`src/logic/ecc_defines.svh`:
```
/*
 * Bank geometry and word widths for the ECC-protected SRAM bank
 * Depth, address width, data width and SECDED codeword width
 */

`ifndef ECC_DEFINES_SVH
`define ECC_DEFINES_SVH

// Number of codewords held in the bank
`define ECC_BANK_WORDS 256

// Address width, log2 of the bank depth
`define ECC_ADDR_W 8

// Payload width seen by the interconnect
`define ECC_DATA_W 32

// 32 data bits, 6 Hamming check bits and one overall parity bit
`define ECC_CODE_W 39

`endif

```
`src/logic/secded_39_32_enc.sv`:
```
/*
 * SECDED (39,32) encoder, extended Hamming code
 * Bit index equals code position, position 0 holds overall parity
 */

`timescale 1ns/10ps

`include "ecc_defines.svh"

module secded_39_32_enc (
  input  logic [`ECC_DATA_W-1:0] data_i,
  output logic [`ECC_CODE_W-1:0] code_o
);

  always_comb begin : proc_encode
    logic [`ECC_CODE_W-1:0] code;
    int                     d;
    code = '0;
    d    = 0;

    // Data fills every position that is not a power of two
    for (int pos = 1; pos < `ECC_CODE_W; pos++) begin
      if ((pos & (pos - 1)) != 0) begin
        code[pos] = data_i[d];
        d++;
      end
    end

    // Check bit k covers all positions with bit k of the index set
    for (int k = 0; k < 6; k++) begin
      for (int pos = 1; pos < `ECC_CODE_W; pos++) begin
        if (pos[k] && (pos != (1 << k))) begin
          code[1 << k] = code[1 << k] ^ code[pos];
        end
      end
    end

    // Overall parity makes the full word even
    code[0] = ^code[`ECC_CODE_W-1:1];
    code_o  = code;
  end

endmodule

```
`config.mk`:
```
export PLATFORM = sky130hd
export DESIGN_NAME = secded_39_32_enc
export DESIGN_NICKNAME = d
export VERILOG_FILES = /design/src/logic/secded_39_32_enc.sv
export VERILOG_INCLUDE_DIRS = /design/src /design/src/logic
export SDC_FILE = /design/constraint.sdc
export NUM_CORES = 1
export LEC_CHECK = 0
export BUFFER_PORTS_ARGS = -buffer_cell sky130_fd_sc_hd__clkbuf_2
export CAP_MARGIN = 20
export CORE_MARGIN = 2
export CORE_UTILIZATION = 38
export DETAILED_ROUTE_END_ITERATION = 16
export PLACE_DENSITY = 0.92
export SLEW_MARGIN = 40
export SYNTH_ARGS = -nofsm -noshare
export SYNTH_HDL_FRONTEND = slang
export SYNTH_SLANG_ARGS = --single-unit
export TNS_END_PERCENT = 30
```
`constraint.sdc`:
```
create_clock -name vclk -period 1.5
set_clock_uncertainty 0.15 [all_clocks]
set_input_delay 0 -clock vclk [all_inputs]
set_output_delay 0 -clock vclk [all_outputs]
set_load 0.01 [all_outputs]
```
==> results of run 1 <==
[placed cells by master (no fill, tap or decap), drive strengths merged]
cell type,n
buf,38
xnor2,43
clkbuf,65
xnor3,7
xor3,1
xor2,7
[cell families after synthesis]
logic type / count (synthesis) / share of synthesized area
buffers and inverters: 32 / 0.274
XOR/XNOR: 58 / 0.726
[worst min path at each step]
stage	start	end	depth (start not counted)
after floorplan	data_i[5]	code_o[10]	1
after global routing	data_i[15]	code_o[21]	2
after global placement	data_i[1]	code_o[5]	2
final	data_i[18]	code_o[24]	2
after CTS	data_i[27]	code_o[34]	2
after detailed placement	data_i[12]	code_o[18]	2
[worst max-delay path: cells and delay by family]
family	cells	cell delay (ps)
xor gates and xnor gates	5	1160
buffers and inverters	4	570
[routing by layer]
metal / vias to the layer above / track usage
met5: - / 0
met4: 0 / 0
met3: 0 / 0.00862
met2: 45 / 0.295
met1: 352 / 0.160
li1: 390 / -
[cell type report]
type               count  share of cell area
multi-input cells     58               0.535
well taps             28              0.0246
repair buffers       103               0.441
[stage by stage]
stage	setup TNS [ps]	std cells	util	instance area, µm²
finish	-954	189	0.649	1420
CTS	-886	186	0.608	1330
detailed placement	-925	182	0.570	1250
floorplan	-173	90	-	911
global placement	-767	182	0.570	1250
global route	-1300	189	0.649	1420
[repair_timing]
| item | in CTS | in global routing |
|---|---|---|
| endpoints found under the setup margin | 5 | 6 |
| hold buffers | 0 | 0 |
| pin swaps | 7 | 13 |
| setup buffers | 4 | 3 |
| resized for setup | 7 | 18 |
[power by group through the flow]
stage	registers, mW	clock network (mW)	logic [mW]
floorplan	0	0	0.967
global placement	0	0	1.43
detailed placement	0	0	1.45
CTS	0	0	1.60
global route	0	0	1.80
finish	0	0	1.67
==> flow_summary.json, run 1 <==
{
  "status": "finished, violations left",
  "violations": "negative setup slack",
  "highest_layer": "met3",
  "crit_path_start": "data_i[7]",
  "syn-num-nets": 122,
  "drt_wl_total_um": 2210,
  "ios": 71,
  "synth_common_cells": "42 x xnor2_1, 32 x buf_4, 6 x xor2_1, 5 x xnor3_1, 2 x xnor3_2",
  "hold_slack_ps": 65.2,
  "path_cells": "buf_8 > xnor2_4 > xnor3_1 > buf_4 > xnor2_2 > xnor2_1 > buf_4 > xor3_1 > buf_2",
  "synth_most_common_cell": "xnor2_1",
  "die_area_um2": 2710,
  "netSwitchingPower_mw": 0.639,
  "p_leak_nw": 0.771,
  "rsz0062_at_grt": "yes",
  "yosysSeqAreaShare": 0,
  "hold_viol_final": 0,
  "slew_headroom": 0.751,
  "finalCritPeriodShare": 1.25,
  "arrival_ps": 1730,
  "die_h_um": 52.0,
  "slew_violations": 0,
  "end_kind": "output port",
  "drt_iter0_drc": 1,
  "num_vias": 787,
  "synth_cell_types": 8,
  "grt_max_degree": 4,
  "setup.worst_path.end": "code_o[0]",
  "switching_share": 0.384,
  "pwr-share-comb": 1.000,
  "critPathLaunchType": "input port",
  "syn_to_final_growth_pct": 62.2,
  "ys_top_cells_by_area": "xnor2_1 42%, buf_4 27%, xnor3_1 13%",
  "setup_slack_ps": -380,
  "pre_cts_slack_ps": -486,
  "worstMarginPinSlew_ps": 370,
  "start_util": 0.400,
  "seqPwrFrac": 0,
  "yosysWarnings": 0,
  "grt_pass1_vias": 741,
  "holdCritPathClass": "in2out",
  "power_per_cell_area_nw_per_um2": 1170,
  "port_buffers": 71,
  "cp_common_cell": "buf_4",
  "n_sequential_cell": 0,
  "yosysTopAreaCellShare": 0.419,
  "dp_hpwl_um": 1800,
  "p_int_mw": 1.03,
  "clkbuf_count": 0,
  "antenna_found_initial": 0,
  "syn_area_per_cell_um2": 9.75,
  "setup_violations": 4,
  "critPathSlowestCell": "xnor3_1",
  "wl_met2_um": 1210,
  "crit_fanout": 3,
  "core_area_um2": 2190,
  "critPathMaxStageDelay_ps": 420,
  "p_clk_frac": 0,
  "met1Wirelength_um": 812,
  "syn_inst": 90,
  "die_x_um": 52.0,
  "n_antenna_cell": 0,
  "regArea_um2": 0,
  "critPathKind": "in2out",
  "grt-ovfl-total": 0,
  "yosysTopAreaCell": "xnor2_1",
  "core.rowCount": 17,
  "ir_drop_v": 0.00101,
  "ant_nets": 0,
  "gp_congestion": 0.845,
  "fmax_mhz": 532,
  "drc": 0,
  "multi_input_area_um2": 761,
  "vias_per_cell": 4.16,
  "wl_per_cell_um": 11.7,
  "met3WireLength_um": 184,
  "drive_above_1_share": 0.739,
  "power_mw": 1.67,
  "synth_area_um2": 877,
  "fillers": 161,
  "grt_use_total": 0.141,
  "drv_cap": 0,
  "nNetsFinal": 195,
  "period_minus_slack_ps": 1880,
  "drtPass1Iterations": 3,
  "cp.required_ps": 1350,
  "grt_pass1_wl_um": 2990
}
Power figures use the tool's default switching activity.
==> run 2: changes to the inputs <==
ABC_AREA = 1   (was unset)
CAP_MARGIN = unset   (was 20)
CORE_UTILIZATION = 48   (was 38)
PLACE_DENSITY = 0.91   (was 0.92)
==> run 2 against run 1 <==
  * The run still ends with negative setup slack left
  * Synthesized area increased by 120%
  * Total power increased by 18%
  * Global-route usage increased by 15 points
  * Synthesized cell count increased to 4.5 times the previous value
  * Sequential share of layout area unchanged
==> flow_summary.json, run 2 <==
{
  "slew_violations": 0,
  "final_common_cell": "nand2_1",
  "setup_slack_ps": -387,
  "n_antenna_cell": 0,
  "critPathLaunchType": "input port",
  "synth_area_um2": 1900,
  "p_leak_nw": 1.97,
  "grt_pass1_vias": 2525,
  "syn_area_per_cell_um2": 4.72,
  "synth_cell_types": 17,
  "core.rowCount": 22,
  "drt_iter0_drc": 366,
  "power_per_cell_area_nw_per_um2": 615,
  "tns_ps": -778,
  "synth_common_cells": "198 x nand2_1, 47 x inv_1, 34 x buf_4, 31 x nand3_1, 28 x nand2_2",
  "grt_use_total": 0.294,
  "switching_share": 0.597,
  "vias_per_cell": 5.88,
  "antenna_found_initial": 0,
  "drtPass1Iterations": 6,
  "grt_max_degree": 9,
  "yosysWarnings": 0,
  "holdPathStages": 2,
  "num_vias": 3169,
  "wl_per_cell_um": 17.2,
  "syn_inst": 403,
  "drt_wl_total_um": 9290,
  "die_h_um": 67.0,
  "n_sequential_cell": 0,
  "hold_buffers": 0,
  "worstMarginPinSlew_ps": 371,
  "dp_hpwl_um": 4380,
  "nNetsFinal": 525,
  "ant_nets": 0,
  "start_util": 0.508,
  "syn_to_final_growth_pct": 68.2,
  "syn-num-nets": 435,
  "core_area_um2": 3740,
  "ys_top_cells_by_area": "nand2_1 39%, buf_4 13%, inv_1 9.3%",
  "yosysTopAreaCell": "nand2_1",
  "drv_cap": 0,
  "critPathKind": "in2out",
  "drc": 0,
  "dp_cells": 525,
  "status": "finished, violations left",
  "regArea_um2": 0,
  "grt_pass1_wl_um": 10400,
  "die_x_um": 67.0,
  "synth_most_common_cell": "nand2_1",
  "pwr-share-comb": 1.000,
  "fmax_mhz": 530,
  "cp.required_ps": 1350,
  "ios": 71,
  "end_kind": "output port",
  "fillers": 208,
  "finalCritPeriodShare": 1.26,
  "yosysSeqAreaShare": 0,
  "grt-ovfl-total": 0,
  "seqPwrFrac": 0,
  "p_clk_frac": 0,
  "dpl_cell_area_um2": 2350,
  "layout_common_cells": "127 x nand2_1, 78 x nand2_2, 54 x buf_4",
  "final_cells": 539,
  "yosysTopAreaCellShare": 0.391,
  "hold_viol_final": 0,
  "violations": "negative setup slack",
  "gp_congestion": 0.894,
  "postLayoutCellArea_um2": 3200,
  "netSwitchingPower_mw": 1.18,
  "rsz0062_at_grt": "yes",
  "port_buffers": 71,
  "slew_headroom": 0.752,
  "crit_fanout": 5,
  "setup_violations": 5,
  "power_mw": 1.97,
  "ir_drop_v": 0.000256,
  "die_area_um2": 4480,
  "arrival_ps": 1740,
  "clkbuf_count": 0,
  "p_int_mw": 0.794,
  "period_minus_slack_ps": 1890,
  "holdCritPathClass": "in2out",
  "drive_above_1_share": 0.605
}
[run 2: changes by cell type after synthesis, sizes merged]
cell | previous run | this run
nor2 | 0 | 17
xnor2 | 43 | 9
nand3 | 0 | 32
xor3 | 1 | 0
inv | 0 | 65
nand4 | 0 | 1
buf | 32 | 35
xnor3 | 7 | 0
xor2 | 7 | 13
nand3b | 0 | 3
clkinv | 0 | 1
nand2 | 0 | 227
[run 2: final timing paths]
| kind | to | startpoint | slack [ps] |
|---|---|---|---|
| min | code_o[26] | data_i[20] | 70 |
| max | code_o[0] | data_i[3] | -390 |
[run 2: worst max-delay path, stage by stage]
cell,delay [ps]
buf_6,120
buf_4,130
nand2_1,100
nand3_1,100
nand2_1,120
inv_1,80
nand2_2,80
nand2_1,50
nand2_1,90
nand2_1,60
nand2_1,80
nand2_2,80
inv_2,90
nor2_2,40
nor2_1,120
nand2_2,70
nand2_2,80
nand2_1,50
inv_1,60
nor2_2,30
buf_2,130
[run 2: kinds of logic (layout without fill, tap and decap cells)]
family	after synthesis	in the layout	share of synthesized area
AND/OR/NAND/NOR	280	280	0.624
buffers and inverters	101	189	0.267
XOR/XNOR	22	22	0.109
[run 2: timing repair]
action,CTS,global route
buffers inserted,7,7
gates resized for setup,73,157
pin swaps,35,76
endpoints found under the setup margin,1,6
[run 2: power by group through the flow]
stage	logic (mW)	clock network, mW	registers (mW)
2_1_floorplan	0.915	0	0
3_3_place_gp	1.28	0	0
3_5_place_dp	1.32	0	0
4_1_cts	1.49	0	0
5_1_grt	2.08	0	0
6_report	1.97	0	0
[run 2: cell type report]
class                           instances  area (µm²)  area share
Timing Repair Buffer                  123         945       0.295
Multi-Input combinational cell        302        1910       0.598
Inverter                               66         283      0.0883
Tap cell                               48        60.1      0.0188
[run 2: layer usage]
metal  wire length (µm)  global-route usage  vias to the layer above
met2               4230               0.573                      321
li1                   -                   -                     1330
met5                  0                   0                        -
met4                986               0.130                        0
met3               1070              0.0270                      139
met1               3010               0.314                     1379
[run 2: metrics by stage]
| step | setup WS, ps | utilization | hold WS (ps) |
|---|---|---|---|
| global placement | -230 | 0.627 | 76.4 |
| CTS | -198 | 0.720 | 82.2 |
| floorplan | 31.7 | - | -58.2 |
| global route | -561 | 0.855 | 77.3 |
| finish | -387 | 0.855 | 74.7 |
| detailed placement | -258 | 0.627 | 81.5 |
==> run 3: changes to the inputs <==
--- a/config.mk
+++ b/config.mk
@@ -13,4 +13,5 @@
 export DETAILED_ROUTE_END_ITERATION = 16
 export PLACE_DENSITY = 0.91
+export SKIP_LAST_GASP = 1
 export SLEW_MARGIN = 40
 export SYNTH_ARGS = -nofsm -noshare
==> constraint.sdc (replaced) <==
create_clock -name vclk -period 1.5
set_clock_uncertainty 0.15 [all_clocks]
set_input_delay 0.3 -clock vclk [all_inputs]
set_output_delay 0.3 -clock vclk [all_outputs]
set_load 0.01 [all_outputs]
==> run 3 against run 2 <==
  * The run still ends with negative setup slack left
  * Die area is the same
  * Non-clock buffer count shrank 8
  * Critical path depth grew 1
  * Final cell count shrank 1.5%
  * Wire length shrank 28%
  * Setup slack lost 620 ps
  * Via count shrank 12%
  * Sequential share of layout area is the same
==> flow_summary.json, run 3 (synthesized netlist as in run 2, its figures left out) <==
{
  "cp.required_ps": 1050,
  "dp_hpwl_um": 4310,
  "hold_path.startpoint": "data_i[12]",
  "setup_slack_ps": -1000,
  "core.rowCount": 22,
  "ant_nets": 0,
  "ir_drop_v": 0.000271,
  "tns_ps": -4330,
  "hold_slack_ps": 677,
  "worstMarginPinSlew_ps": 271,
  "syn_to_final_growth_pct": 51.2,
  "port_buffers": 71,
  "core_area_um2": 3740,
  "drtPass1Iterations": 7,
  "power_per_cell_area_nw_per_um2": 609,
  "slew_headroom": 0.819,
  "die_area_um2": 4480,
  "n_antenna_cell": 0,
  "ios": 71,
  "period_minus_slack_ps": 2500,
  "grt_pass1_wl_um": 9350,
  "grt_pass1_vias": 2432,
  "status": "finished, violations left",
  "arrival_ps": 2050,
  "die_x_um": 67.0,
  "grt_use_total": 0.262,
  "postLayoutCellArea_um2": 2880,
  "layout_common_cells": "154 x nand2_1, 66 x nand2_2, 47 x clkbuf_2",
  "finalCritPeriodShare": 1.67,
  "hold_viol_final": 0,
  "drt_iter0_drc": 226,
  "rsz0062_at_grt": "yes",
  "critPathLaunchType": "input port",
  "crit_path_start": "data_i[19]",
  "slew_violations": 0,
  "dpl_cell_area_um2": 2370,
  "drv_cap": 0,
  "drive_above_1_share": 0.509,
  "clkbuf_count": 0,
  "critPathMaxStageDelay_ps": 140,
  "gp_congestion": 0.896,
  "final_common_cell": "nand2_1",
  "drt_wl_total_um": 6720,
  "final_util": 0.768,
  "violations": "negative setup slack",
  "num_vias": 2785,
  "cp_common_cell": "nand2_2",
  "drc": 0,
  "die_h_um": 67.0,
  "p_leak_nw": 1.84,
  "setup.worst_path.end": "code_o[0]",
  "critPathKind": "in2out",
  "wl_per_cell_um": 12.6,
  "vias_per_cell": 5.24,
  "crit_fanout": 5,
  "grt_max_degree": 9,
  "setup_violations": 7,
  "regArea_um2": 0,
  "antenna_found_initial": 0,
  "critPathTopFamily": "simple AND/OR/NAND/NOR gates",
  "end_kind": "output port",
  "cp.depth": 22,
  "grt-ovfl-total": 0,
  "n_sequential_cell": 0,
  "path_cells": "clkbuf_8 > nand2_2 > inv_1 > nor2_2 > nand2_2 > nand2_4 > nand2_1 > nand2_1 > inv_1 > nand2_1 > nand2_1 > nand2_1 > nand2_2 > nand2_2 > nand2_2 > inv_2 > nand2_1 > nand2_2 > nand2_2 > inv_2 > nor2_4 > buf_6",
  "nNetsFinal": 517,
  "holdCritPathClass": "in2out",
  "fmax_mhz": 399,
  "critPathSlowestCell": "nor2_2",
  "cp.buffers_inverters": 6,
  "start_util": 0.508
}
run 3: cell types whose count changed in the layout (fill, tap and decap cells not counted), moves of 4 or more:
cell / change
nand2_2: -12
buf_6: -6
nor2_2: +4
nand3_2: -6
inv_1: +6
nand2_1: +27
nand3_1: +6
nand2_4: -15
inv_4: -6
buf_4: -10
xor2_1: +4
run 3: through the flow:
step / std cells / setup slack, ps / total power [mW]
floorplan: 403 / -520 / 0.939
global route: 531 / -1190 / 1.90
global placement: 524 / -832 / 1.30
detailed placement: 524 / -886 / 1.34
finish: 531 / -1000 / 1.75
CTS: 527 / -812 / 1.50
run 3: repair_timing:
| action | CTS | global route |
|---|---|---|
| endpoints found under the hold margin | 0 | 0 |
| endpoints found under the setup margin | 7 | 7 |
| hold buffers | 0 | 0 |
| gates resized for setup | 79 | 51 |
| pin swaps | 47 | 39 |
| cloned | 0 | 0 |
| setup buffers | 3 | 5 |
run 3: final cells by class:
class,count,area [µm²]
fillers,272,867
inverters,66,265
multi-input cells,302,1670
well taps,48,60.1
repair buffers,115,886
run 3: per-layer routing:
metal | vias to the layer above | GRT usage | share of wire
li1 | 1318 | - | -
met1 | 1225 | 0.263 | 0.35
met2 | 187 | 0.530 | 0.50
met3 | 55 | 0.0203 | 0.083
met4 | 0 | 0.130 | 0.067
met5 | - | 0 | 0
run 3: where the power goes:
group          internal [mW]  switching [mW]  leakage [nW]  total, mW
Combinational          0.749            1.00          1.84       1.75
Clock                      0               0             0          0
Sequential                 0               0             0          0
run 3: worst min path at each step:
stage | depth (start not counted) | slack, ps | end
global route | 2 | 680 | code_o[18]
floorplan | 1 | 540 | code_o[10]
finish | 2 | 680 | code_o[18]
detailed placement | 2 | 680 | code_o[14]
global placement | 2 | 680 | code_o[14]
CTS | 2 | 680 | code_o[28]
