## src/logic/ecc_defines.svh

```systemverilog
/*
 * Bank geometry and word widths for the ECC-protected SRAM bank
 * Depth, address width, data width and SECDED codeword width
 */

`ifndef ECC_DEFINES_SVH
`define ECC_DEFINES_SVH

// Number of codewords held in the bank
`define ECC_BANK_WORDS 256

// Address width, log2 of the bank depth
`define ECC_ADDR_W 8

// Payload width seen by the interconnect
`define ECC_DATA_W 32

// 32 data bits, 6 Hamming check bits and one overall parity bit
`define ECC_CODE_W 39

`endif

```

## src/logic/ecc_pkg.sv

```systemverilog
/*
 * Shared types for the ECC bank
 * Interconnect request and response, bank port request,
 * fault injection, error flags and scrubber states
 */

`include "ecc_defines.svh"

package ecc_pkg;

  typedef struct packed {
    logic uncorrectable;
    logic correctable;
  } ecc_err_t;

  typedef struct packed {
    logic                   req;
    logic                   we;
    logic [`ECC_ADDR_W-1:0] addr;
    logic [`ECC_DATA_W-1:0] wdata;
  } intc_req_t;

  typedef struct packed {
    logic                   rvalid;
    logic [`ECC_DATA_W-1:0] rdata;
    ecc_err_t               err;
  } intc_rsp_t;

  // Bank port carries full codewords
  typedef struct packed {
    logic                   req;
    logic                   we;
    logic [`ECC_ADDR_W-1:0] addr;
    logic [`ECC_CODE_W-1:0] wdata;
  } bank_req_t;

  typedef struct packed {
    logic                   valid;
    logic [`ECC_ADDR_W-1:0] addr;
    logic [`ECC_CODE_W-1:0] mask;
  } fault_t;

  typedef enum logic [1:0] {
    Idle,
    Read,
    Check
  } scrub_state_e;

endpackage

```

## src/logic/secded_39_32_dec.sv

```systemverilog
/*
 * SECDED (39,32) decoder
 * Syndrome and overall parity check, single-bit correction,
 * correctable and uncorrectable error flags
 */

`timescale 1ns/10ps

`include "ecc_defines.svh"

module secded_39_32_dec (
  input  logic [`ECC_CODE_W-1:0] code_i,
  output logic [`ECC_DATA_W-1:0] data_o,
  output ecc_pkg::ecc_err_t      err_o
);

  always_comb begin : proc_decode
    logic [5:0]             syn;
    logic                   par;
    logic [`ECC_CODE_W-1:0] fixed;
    int                     d;
    syn    = '0;
    d      = 0;
    data_o = '0;

    // Syndrome is the XOR of the positions of all flipped bits
    for (int k = 0; k < 6; k++) begin
      for (int pos = 1; pos < `ECC_CODE_W; pos++) begin
        if (pos[k]) begin
          syn[k] = syn[k] ^ code_i[pos];
        end
      end
    end
    par   = ^code_i;
    fixed = code_i;

    // Odd parity names the bad position, a zero syndrome means the parity bit
    err_o.correctable   = par && (syn < `ECC_CODE_W);
    // Double error, or a syndrome past the last position
    err_o.uncorrectable = (!par && (syn != 6'd0)) || (syn >= `ECC_CODE_W);

    if (err_o.correctable) begin
      fixed[syn] = ~fixed[syn];
    end

    for (int pos = 1; pos < `ECC_CODE_W; pos++) begin
      if ((pos & (pos - 1)) != 0) begin
        data_o[d] = fixed[pos];
        d++;
      end
    end
  end

  always_comb begin : proc_err_check
    assert (!(err_o.correctable && err_o.uncorrectable))
      else $error("decoder flagged correctable and uncorrectable together");
  end

endmodule

```

## config.mk

```make
export PLATFORM = sky130hd
export DESIGN_NAME = secded_39_32_dec
export DESIGN_NICKNAME = d
export VERILOG_FILES = /design/src/logic/ecc_pkg.sv /design/src/logic/secded_39_32_dec.sv
export VERILOG_INCLUDE_DIRS = /design/src /design/src/logic
export SDC_FILE = /design/constraint.sdc
export NUM_CORES = 1
export LEC_CHECK = 0
export ABC_AREA = 1
export BUFFER_PORTS_ARGS = -buffer_cell sky130_fd_sc_hd__buf_4
export CORE_AREA = 2 2 93 113
export DETAILED_ROUTE_END_ITERATION = 10
export DIE_AREA = 0 0 95 115
export PLACE_DENSITY_LB_ADDON = 0.3
export REMOVE_ABC_BUFFERS = 1
export SYNTH_ARGS = -nofsm -noshare
export SYNTH_HDL_FRONTEND = slang
export SYNTH_SLANG_ARGS = --single-unit
```

## constraint.sdc

```tcl
create_clock -name vclk -period 5.74
set_clock_uncertainty 0.1 [all_clocks]
set_input_delay 1.722 -clock vclk [all_inputs]
set_output_delay 1.722 -clock vclk [all_outputs]
set_load 0.05 [all_outputs]
```

==> results of run 1 <==
[worst max-delay path, delay by kind of cell]
kind | cells | cell delay, ps
buf+inv | 7 | 770
compound gates | 2 | 250
simple gates | 14 | 1490
[area by class of cell]
| class | instances | share of cell area (%) |
|---|---|---|
| Multi-Input combinational cell | 399 | 53.3 |
| Timing Repair Buffer | 208 | 37.1 |
| Tap cell | 126 | 3.13 |
| Inverter | 79 | 6.48 |
[cell families (layout without fill, tap and decap cells)]
kind of cell | Yosys count | after routing | synth area share (%)
xor+xnor | 28 | 28 | 10.5
buf+inv | 89 | 287 | 16.1
simple gates | 304 | 305 | 54.9
compound gates | 66 | 66 | 18.5
[per-layer routing]
metal | up-vias | global-route usage (%) | routed length (um)
li1 | 1929 | - | -
met5 | - | 0 | 0
met1 | 1764 | 23.6 | 4550
met4 | 0 | 6.57 | 425
met3 | 36 | 2.29 | 608
met2 | 130 | 38.0 | 6370
[power groups by stage]
stage | registers [mW] | clock network, mW | logic (mW)
2_1_floorplan | 0 | 0 | 0.566
3_3_place_gp | 0 | 0 | 1.01
3_5_place_dp | 0 | 0 | 1.02
4_1_cts | 0 | 0 | 1.23
5_1_grt | 0 | 0 | 1.53
6_report | 0 | 0 | 1.45
[worst paths after layout]
path	cells past startpoint	slack (ps)	from	endpoint
worst max-delay path	23	-350	code_i[9]	data_o[3]
worst min-delay path	4	3750	code_i[6]	data_o[2]
[what timing repair did]
| item | 4_1_cts | 5_1_grt |
|---|---|---|
| pin swaps | 17 | 38 |
| buffers inserted | 17 | 7 |
| gates resized for setup | 130 | 118 |
| cloned | 0 | 2 |
| endpoints found under the setup margin | 34 | 34 |
[cell usage after synthesis (all sizes together)]
master    n
a21oi    30
a32oi     1
buf       8
clkbuf    2
clkinv    1
inv      78
nand2   183
nand3    51
nand3b    3
nand4     3
nor2     61
nor3      1
nor4      2
o21ai    34
o22ai     1
xnor2    16
xor2     12
[per-stage QoR]
| step | setup slack (ps) | hold WS [ps] | cells |
|---|---|---|---|
| 6_report | -346 | 3750 | 812 |
| 3_5_place_dp | -510 | 3750 | 786 |
| 3_3_place_gp | -482 | 3750 | 786 |
| 5_1_grt | -472 | 3770 | 812 |
| 2_1_floorplan | -977 | 3570 | 477 |
| 4_1_cts | -209 | 3750 | 803 |
==> impl_metrics.json, run 1 <==
{
  "violations": "setup timing",
  "seqPwrFrac_pct": 0,
  "start_util_pct": 24.5,
  "grt_max_degree": 15,
  "crit_path_start_kind": "input port",
  "layout_common_cells": "buf_4, nand2_1, nand2_2",
  "core.rowCount": 40,
  "drtIter0Drc": 223,
  "synth_top_area_cell": "nand2_1",
  "outcome": "finished with violations",
  "seq_area_frac_synth_pct": 0,
  "max_slew_margin_pct": 75.0,
  "routabilityCongestion": 0.929,
  "crit_path_frequent_cell": "nand2_1",
  "max_freq_mhz": 164,
  "first_pass_iters": 4,
  "total_power_mw": 1.45,
  "dieArea_um2": 10900,
  "drc": 0,
  "syn_inst": 487,
  "synth_area_um2": 2410,
  "cts_hold_buf": 0,
  "synth_top_area_share_pct": 25.3,
  "ios": 73,
  "hold_class": "in -> out",
  "maxCapViolations": 0,
  "antennaDiodeCount": 0,
  "ys_types": 27,
  "grt_first_pass_wirelength_um": 17700,
  "p_sw_share_pct": 57.6,
  "track_usage_pct": 20.3,
  "cell_internal_pwr_uw": 613,
  "regArea_um2": 0,
  "vias_per_cell": 4.75,
  "cp-end-kind": "output pin",
  "design.core.area_um2": 9860,
  "fin_tns_setup_ps": -10080,
  "rsz0062_at_grt": "true",
  "drt-total-wl_um": 12000,
  "grt_pass1_vias": 3755,
  "finalInstanceArea_um2": 5040,
  "overflow": 0,
  "utilization_pct": 51.1,
  "placed_area_um2": 3870,
  "slew_viol_final": 0,
  "period_share_pct": 106,
  "post_synth.cell_area_avg_um2": 4.96,
  "crit_type": "in -> out",
  "cp_data_arrival_time_ps": 4260,
  "crit_chain": "buf_4 > nand2_1 > nand3_1 > nand2_1 > nand2_1 > nand2_1 > nand2_1 > nand2_2 > inv_2 > nand2_2 > nand2_4 > nand2_8 > nand2_8 > buf_6 > nor2_4 > inv_2 > o22ai_1 > inv_1 > nand4_1 > nand2_8 > clkbuf_16 > a21oi_4 > buf_6",
  "synth_warnings": 0,
  "worstPathMaxFanout": 7,
  "die_w_um": 95,
  "fp.dieH_um": 115,
  "layout-drive-gt1-share_pct": 57.9,
  "dp_hpwl_um": 9030,
  "ys_top_cells_by_area": "nand2_1, nand3_1, a21oi_2",
  "worstPathRequired_ps": 3920,
  "crit_path_max_incr_delay_ps": 220,
  "power.clock.fraction_pct": 0,
  "setup_viol": 32,
  "n_fill_cell": 950,
  "ir_drop_v": 0.000162,
  "final.setup.worst_slack_ps": -346,
  "final.min_clock_period_ps": 6090,
  "design.seq.count": 0,
  "layout_commonest_cell": "buf_4",
  "power_density_nw_per_um2": 287,
  "antenna_found_initial": 0,
  "p_leak_nw": 2.60,
  "combPwrFrac_pct": 100.0,
  "hold_violations": 0,
  "tightest_slew_ps": 373,
  "syn_to_final_growth_pct": 109,
  "power_switching_uw": 833,
  "ant_nets": 0,
  "cp_slowest_cell": "nand4_1",
  "portBuffers": 73,
  "wire_per_inst_um": 14.7,
  "nClkBuffers": 0,
  "nNetsFinal": 727,
  "vias": 3859,
  "multiInputGateArea_um2": 2690
}
Power figures use the tool's default switching activity.
==> inputs of run 2 (changes only) <==
--- a/config.mk
+++ b/config.mk
@@ -8,9 +8,9 @@
 export LEC_CHECK = 0
 export ABC_AREA = 1
 export BUFFER_PORTS_ARGS = -buffer_cell sky130_fd_sc_hd__buf_4
-export CORE_AREA = 2 2 93 113
+export CORE_AREA = 2 2 102 104
 export DETAILED_ROUTE_END_ITERATION = 10
-export DIE_AREA = 0 0 95 115
+export DIE_AREA = 0 0 104 106
 export PLACE_DENSITY_LB_ADDON = 0.3
 export REMOVE_ABC_BUFFERS = 1
 export SYNTH_ARGS = -nofsm -noshare
==> run 2 against run 1 <==
Effect of this change:
- the run still ends with setup timing left
- die area increased by 0.91%
- fmax decreased by 0.53%
- sequential share of layout area unchanged
- largest cell class unchanged
==> impl_metrics.json, run 2 (synthesis results as in run 1) <==
{
  "syn_to_final_growth_pct": 131,
  "outcome": "finished with violations",
  "wire_per_inst_um": 15.3,
  "dp_hpwl_um": 8710,
  "grt_pass1_vias": 3930,
  "layout-drive-gt1-share_pct": 63.2,
  "nClkBuffers": 0,
  "overflow": 0,
  "antenna_found_initial": 0,
  "crit_type": "in -> out",
  "core.rowCount": 37,
  "final.setup.worst_slack_ps": -378,
  "design.core.area_um2": 10000,
  "antennaDiodeCount": 0,
  "slew_viol_final": 0,
  "hold_class": "in -> out",
  "fp.dieH_um": 106,
  "post-place-ws_ps": -414,
  "cp_data_arrival_time_ps": 4300,
  "design.seq.count": 0,
  "n_fill_cell": 941,
  "total_power_mw": 1.59,
  "crit_path_start_kind": "input port",
  "regArea_um2": 0,
  "crit_path_frequent_cell": "nand2_1",
  "crit_buf_inv": 6,
  "portBuffers": 73,
  "violations": "setup timing",
  "ios": 73,
  "placed_area_um2": 3810,
  "layout_common_cells": "buf_4, nand2_1, nand2_2",
  "crit_path_max_incr_delay_ps": 180,
  "tightest_slew_ps": 337,
  "start_util_pct": 24.1,
  "track_usage_pct": 20.6,
  "rsz0062_at_grt": "true",
  "grt_max_degree": 15,
  "dieArea_um2": 11000,
  "max_slew_margin_pct": 77.5,
  "nNetsFinal": 737,
  "die_w_um": 104,
  "multiInputGateArea_um2": 2990,
  "period_share_pct": 107,
  "vias_per_cell": 4.80,
  "p_leak_nw": 2.78,
  "drt-total-wl_um": 12700,
  "max_freq_mhz": 163,
  "whs_ps": 3710,
  "final.min_clock_period_ps": 6120,
  "drtIter0Drc": 216,
  "cp_slowest_cell": "buf_12",
  "cts_hold_buf": 0,
  "setup_viol": 32,
  "grt_first_pass_wirelength_um": 18700,
  "layout_commonest_cell": "buf_4",
  "maxCapViolations": 0,
  "ir_drop_v": 0.000197,
  "fin_tns_setup_ps": -11360,
  "ant_nets": 0,
  "drc": 0,
  "hold_violations": 0,
  "cp-end-kind": "output pin",
  "worstPathRequired_ps": 3920,
  "worstPathMaxFanout": 8,
  "first_pass_iters": 5,
  "routabilityCongestion": 0.886,
  "critical_path.top_delay_family": "simple AND/OR/NAND/NOR gates",
  "finalInstanceArea_um2": 5580,
  "power_density_nw_per_um2": 285,
  "vias": 3997
}
## run 2: changes by cell type in the layout (fill, tap and decap cells not counted), sizes merged
cell,delta
buf,+10
clkbuf,-1
clkinv,-1
clkinvlp,+1
nor2,+1
## run 2: tightest hold or removal path: stages
cell     delay (ps)
buf_6           100
nand2_1          60
o21ai_2          60
buf_6           150
## run 2: metal layers
layer,GRT usage [%],up-vias,share of wire [%]
li1,-,1944,-
met2,38.6,144,51
met5,0,-,0
met3,0.674,32,4.4
met1,25.7,1877,41
met4,5.50,0,3.3
## run 2: cell type report
cell class,count,share of cell area (%)
repair buffers,217,36.8
inverters,79,6.55
multi-input cells,400,53.6
well taps,136,3.05
## run 2: repair_timing
action,4_1_cts,5_1_grt
cloned,4,1
resized for setup,202,134
pin swaps,62,82
setup buffers,26,18
setup endpoints to repair,34,34
## run 2: power breakdown
group | switching, mW | internal (mW)
registers | 0 | 0
logic | 0.905 | 0.684
clock network | 0 | 0
## run 2: through the flow
step / cells / util (%)
after CTS: 813 / 49.4
after global routing: 832 / 55.8
after global placement: 783 / 38.1
after floorplan: 477 / -
after detailed placement: 783 / 38.1
final: 832 / 55.8
## run 2: final timing paths
kind | start | end | slack, ps | depth (start not counted)
max | code_i[9] | data_o[25] | -380 | 26
min | code_i[6] | data_o[2] | 3710 | 4
==> inputs of run 3 (changes only) <==
--- a/config.mk
+++ b/config.mk
@@ -8,10 +8,11 @@
 export LEC_CHECK = 0
 export ABC_AREA = 1
 export BUFFER_PORTS_ARGS = -buffer_cell sky130_fd_sc_hd__buf_4
+export CAP_MARGIN = 40
 export CORE_AREA = 2 2 102 104
 export DETAILED_ROUTE_END_ITERATION = 10
 export DIE_AREA = 0 0 104 106
-export PLACE_DENSITY_LB_ADDON = 0.3
+export PLACE_DENSITY = 0.43
 export REMOVE_ABC_BUFFERS = 1
 export SYNTH_ARGS = -nofsm -noshare
 export SYNTH_HDL_FRONTEND = slang
==> run 3 against run 2 <==
Effect of this change:
- the flow still finishes with violations (setup timing)
- combinational power about the same
- critical path depth down 4
- flip-flop and latch count unchanged
- non-clock buffer count down 3
- global-route usage down 0.15 points
- setup slack better by 49 ps
- sequential share of layout area unchanged
- fmax up 0.81%
- wire length down 4.4%
- critical endpoint is now data_o[2]
- largest cell class unchanged
==> impl_metrics.json, run 3 (synthesis results as in run 1) <==
{
  "p_sw_share_pct": 55.7,
  "first_pass_iters": 4,
  "antenna_found_initial": 0,
  "p_leak_nw": 2.70,
  "layout-drive-gt1-share_pct": 59.9,
  "antennaDiodeCount": 0,
  "setup_viol": 32,
  "rsz0062_at_grt": "true",
  "portBuffers": 73,
  "worstPathRequired_ps": 3920,
  "drt-total-wl_um": 12100,
  "design.core.area_um2": 10000,
  "grt_pass1_vias": 3652,
  "wire_per_inst_um": 14.6,
  "nClkBuffers": 0,
  "power_switching_uw": 873,
  "vias": 3833,
  "power_density_nw_per_um2": 296,
  "regArea_um2": 0,
  "slew_viol_final": 0,
  "die_w_um": 104,
  "tightest_slew_ps": 351,
  "finalInstanceArea_um2": 5290,
  "drc": 0,
  "crit_path_start_kind": "input port",
  "worstPathMaxFanout": 8,
  "max_slew_margin_pct": 76.5,
  "hold_violations": 0,
  "maxCapViolations": 0,
  "routabilityCongestion": 0.890,
  "max_freq_mhz": 165,
  "core.rowCount": 37,
  "grt_first_pass_wirelength_um": 18100,
  "nNetsFinal": 734,
  "syn_to_final_growth_pct": 119,
  "final.setup.worst_slack_ps": -329,
  "final.min_clock_period_ps": 6070,
  "layout_commonest_cell": "buf_4",
  "outcome": "finished with violations",
  "cp-end-kind": "output pin",
  "utilization_pct": 52.9,
  "placed_area_um2": 3850,
  "seqPwrFrac_pct": 0,
  "whs_ps": 3750,
  "ant_nets": 0,
  "layout_common_cells": "buf_4, nand2_1, nand2_2",
  "combPwrFrac_pct": 100.0,
  "dp_hpwl_um": 8780,
  "ios": 73,
  "crit_type": "in -> out",
  "ir_drop_v": 0.000208,
  "post-place-ws_ps": -508,
  "violations": "setup timing",
  "track_usage_pct": 20.4,
  "start_util_pct": 24.1,
  "fp.dieH_um": 106,
  "cp_data_arrival_time_ps": 4250,
  "power.clock.fraction_pct": 0,
  "drtIter0Drc": 159,
  "dieArea_um2": 11000,
  "design.seq.count": 0,
  "hold_class": "in -> out",
  "grt_max_degree": 15,
  "period_share_pct": 106,
  "cell_internal_pwr_uw": 694,
  "vias_per_cell": 4.62,
  "overflow": 0
}
-- run 3: metrics by stage --
| stage | std cells | total power [mW] | setup TNS [ps] |
|---|---|---|---|
| 5_1_grt | 829 | 1.66 | -14400 |
| 6_report | 829 | 1.57 | -8850 |
| 3_3_place_gp | 790 | 1.02 | -14220 |
| 3_5_place_dp | 790 | 1.03 | -14640 |
| 2_1_floorplan | 477 | 0.566 | -13200 |
| 4_1_cts | 819 | 1.36 | -7910 |
-- run 3: area by class of cell --
type                       count  area (um^2)
timing repair buffer         214         1980
fill                        1040         4710
inverter                      79          349
multi-input combinational    400         2790
tap                          136          170
-- run 3: worst paths after layout --
path	slack, ps	end	cells after the start	startpoint
worst min-delay path	3750	data_o[2]	4	code_i[6]
worst max-delay path	-330	data_o[2]	22	code_i[15]
-- run 3: layer usage --
metal  GRT usage (%)  routed length [um]  vias to the layer above
met5               0                   0                        -
met4            3.19                 198                        0
met3            1.35                 493                       14
met2            38.9                6320                       89
met1            25.5                5130                     1780
li1                -                   -                     1950
-- run 3: power by group through the flow --
stage          registers (mW)  clock network (mW)  logic, mW
6_report                    0                   0       1.57
5_1_grt                     0                   0       1.66
4_1_cts                     0                   0       1.36
3_5_place_dp                0                   0       1.03
3_3_place_gp                0                   0       1.02
2_1_floorplan               0                   0      0.566
-- run 3: repair_timing --
item,CTS,global route
setup buffers,26,7
cloned,3,3
hold buffers,0,0
endpoints found under the setup margin,34,34
pin swaps,46,70
resized for setup,172,109
-- run 3: worst max-delay path, cell delays in order --
cell	delay, ps
buf_8	130
xor2_4	200
o21ai_1	100
nand2_2	110
inv_1	60
nand2_2	90
nand3_2	100
nand2_4	140
buf_12	120
buf_4	90
nand2_1	80
nor2_4	160
nand2_1	60
o21ai_1	70
nor2_1	50
nand3_1	80
nand3_2	100
nand2_4	110
nand2_8	110
buf_16	190
o21ai_4	170
buf_6	180
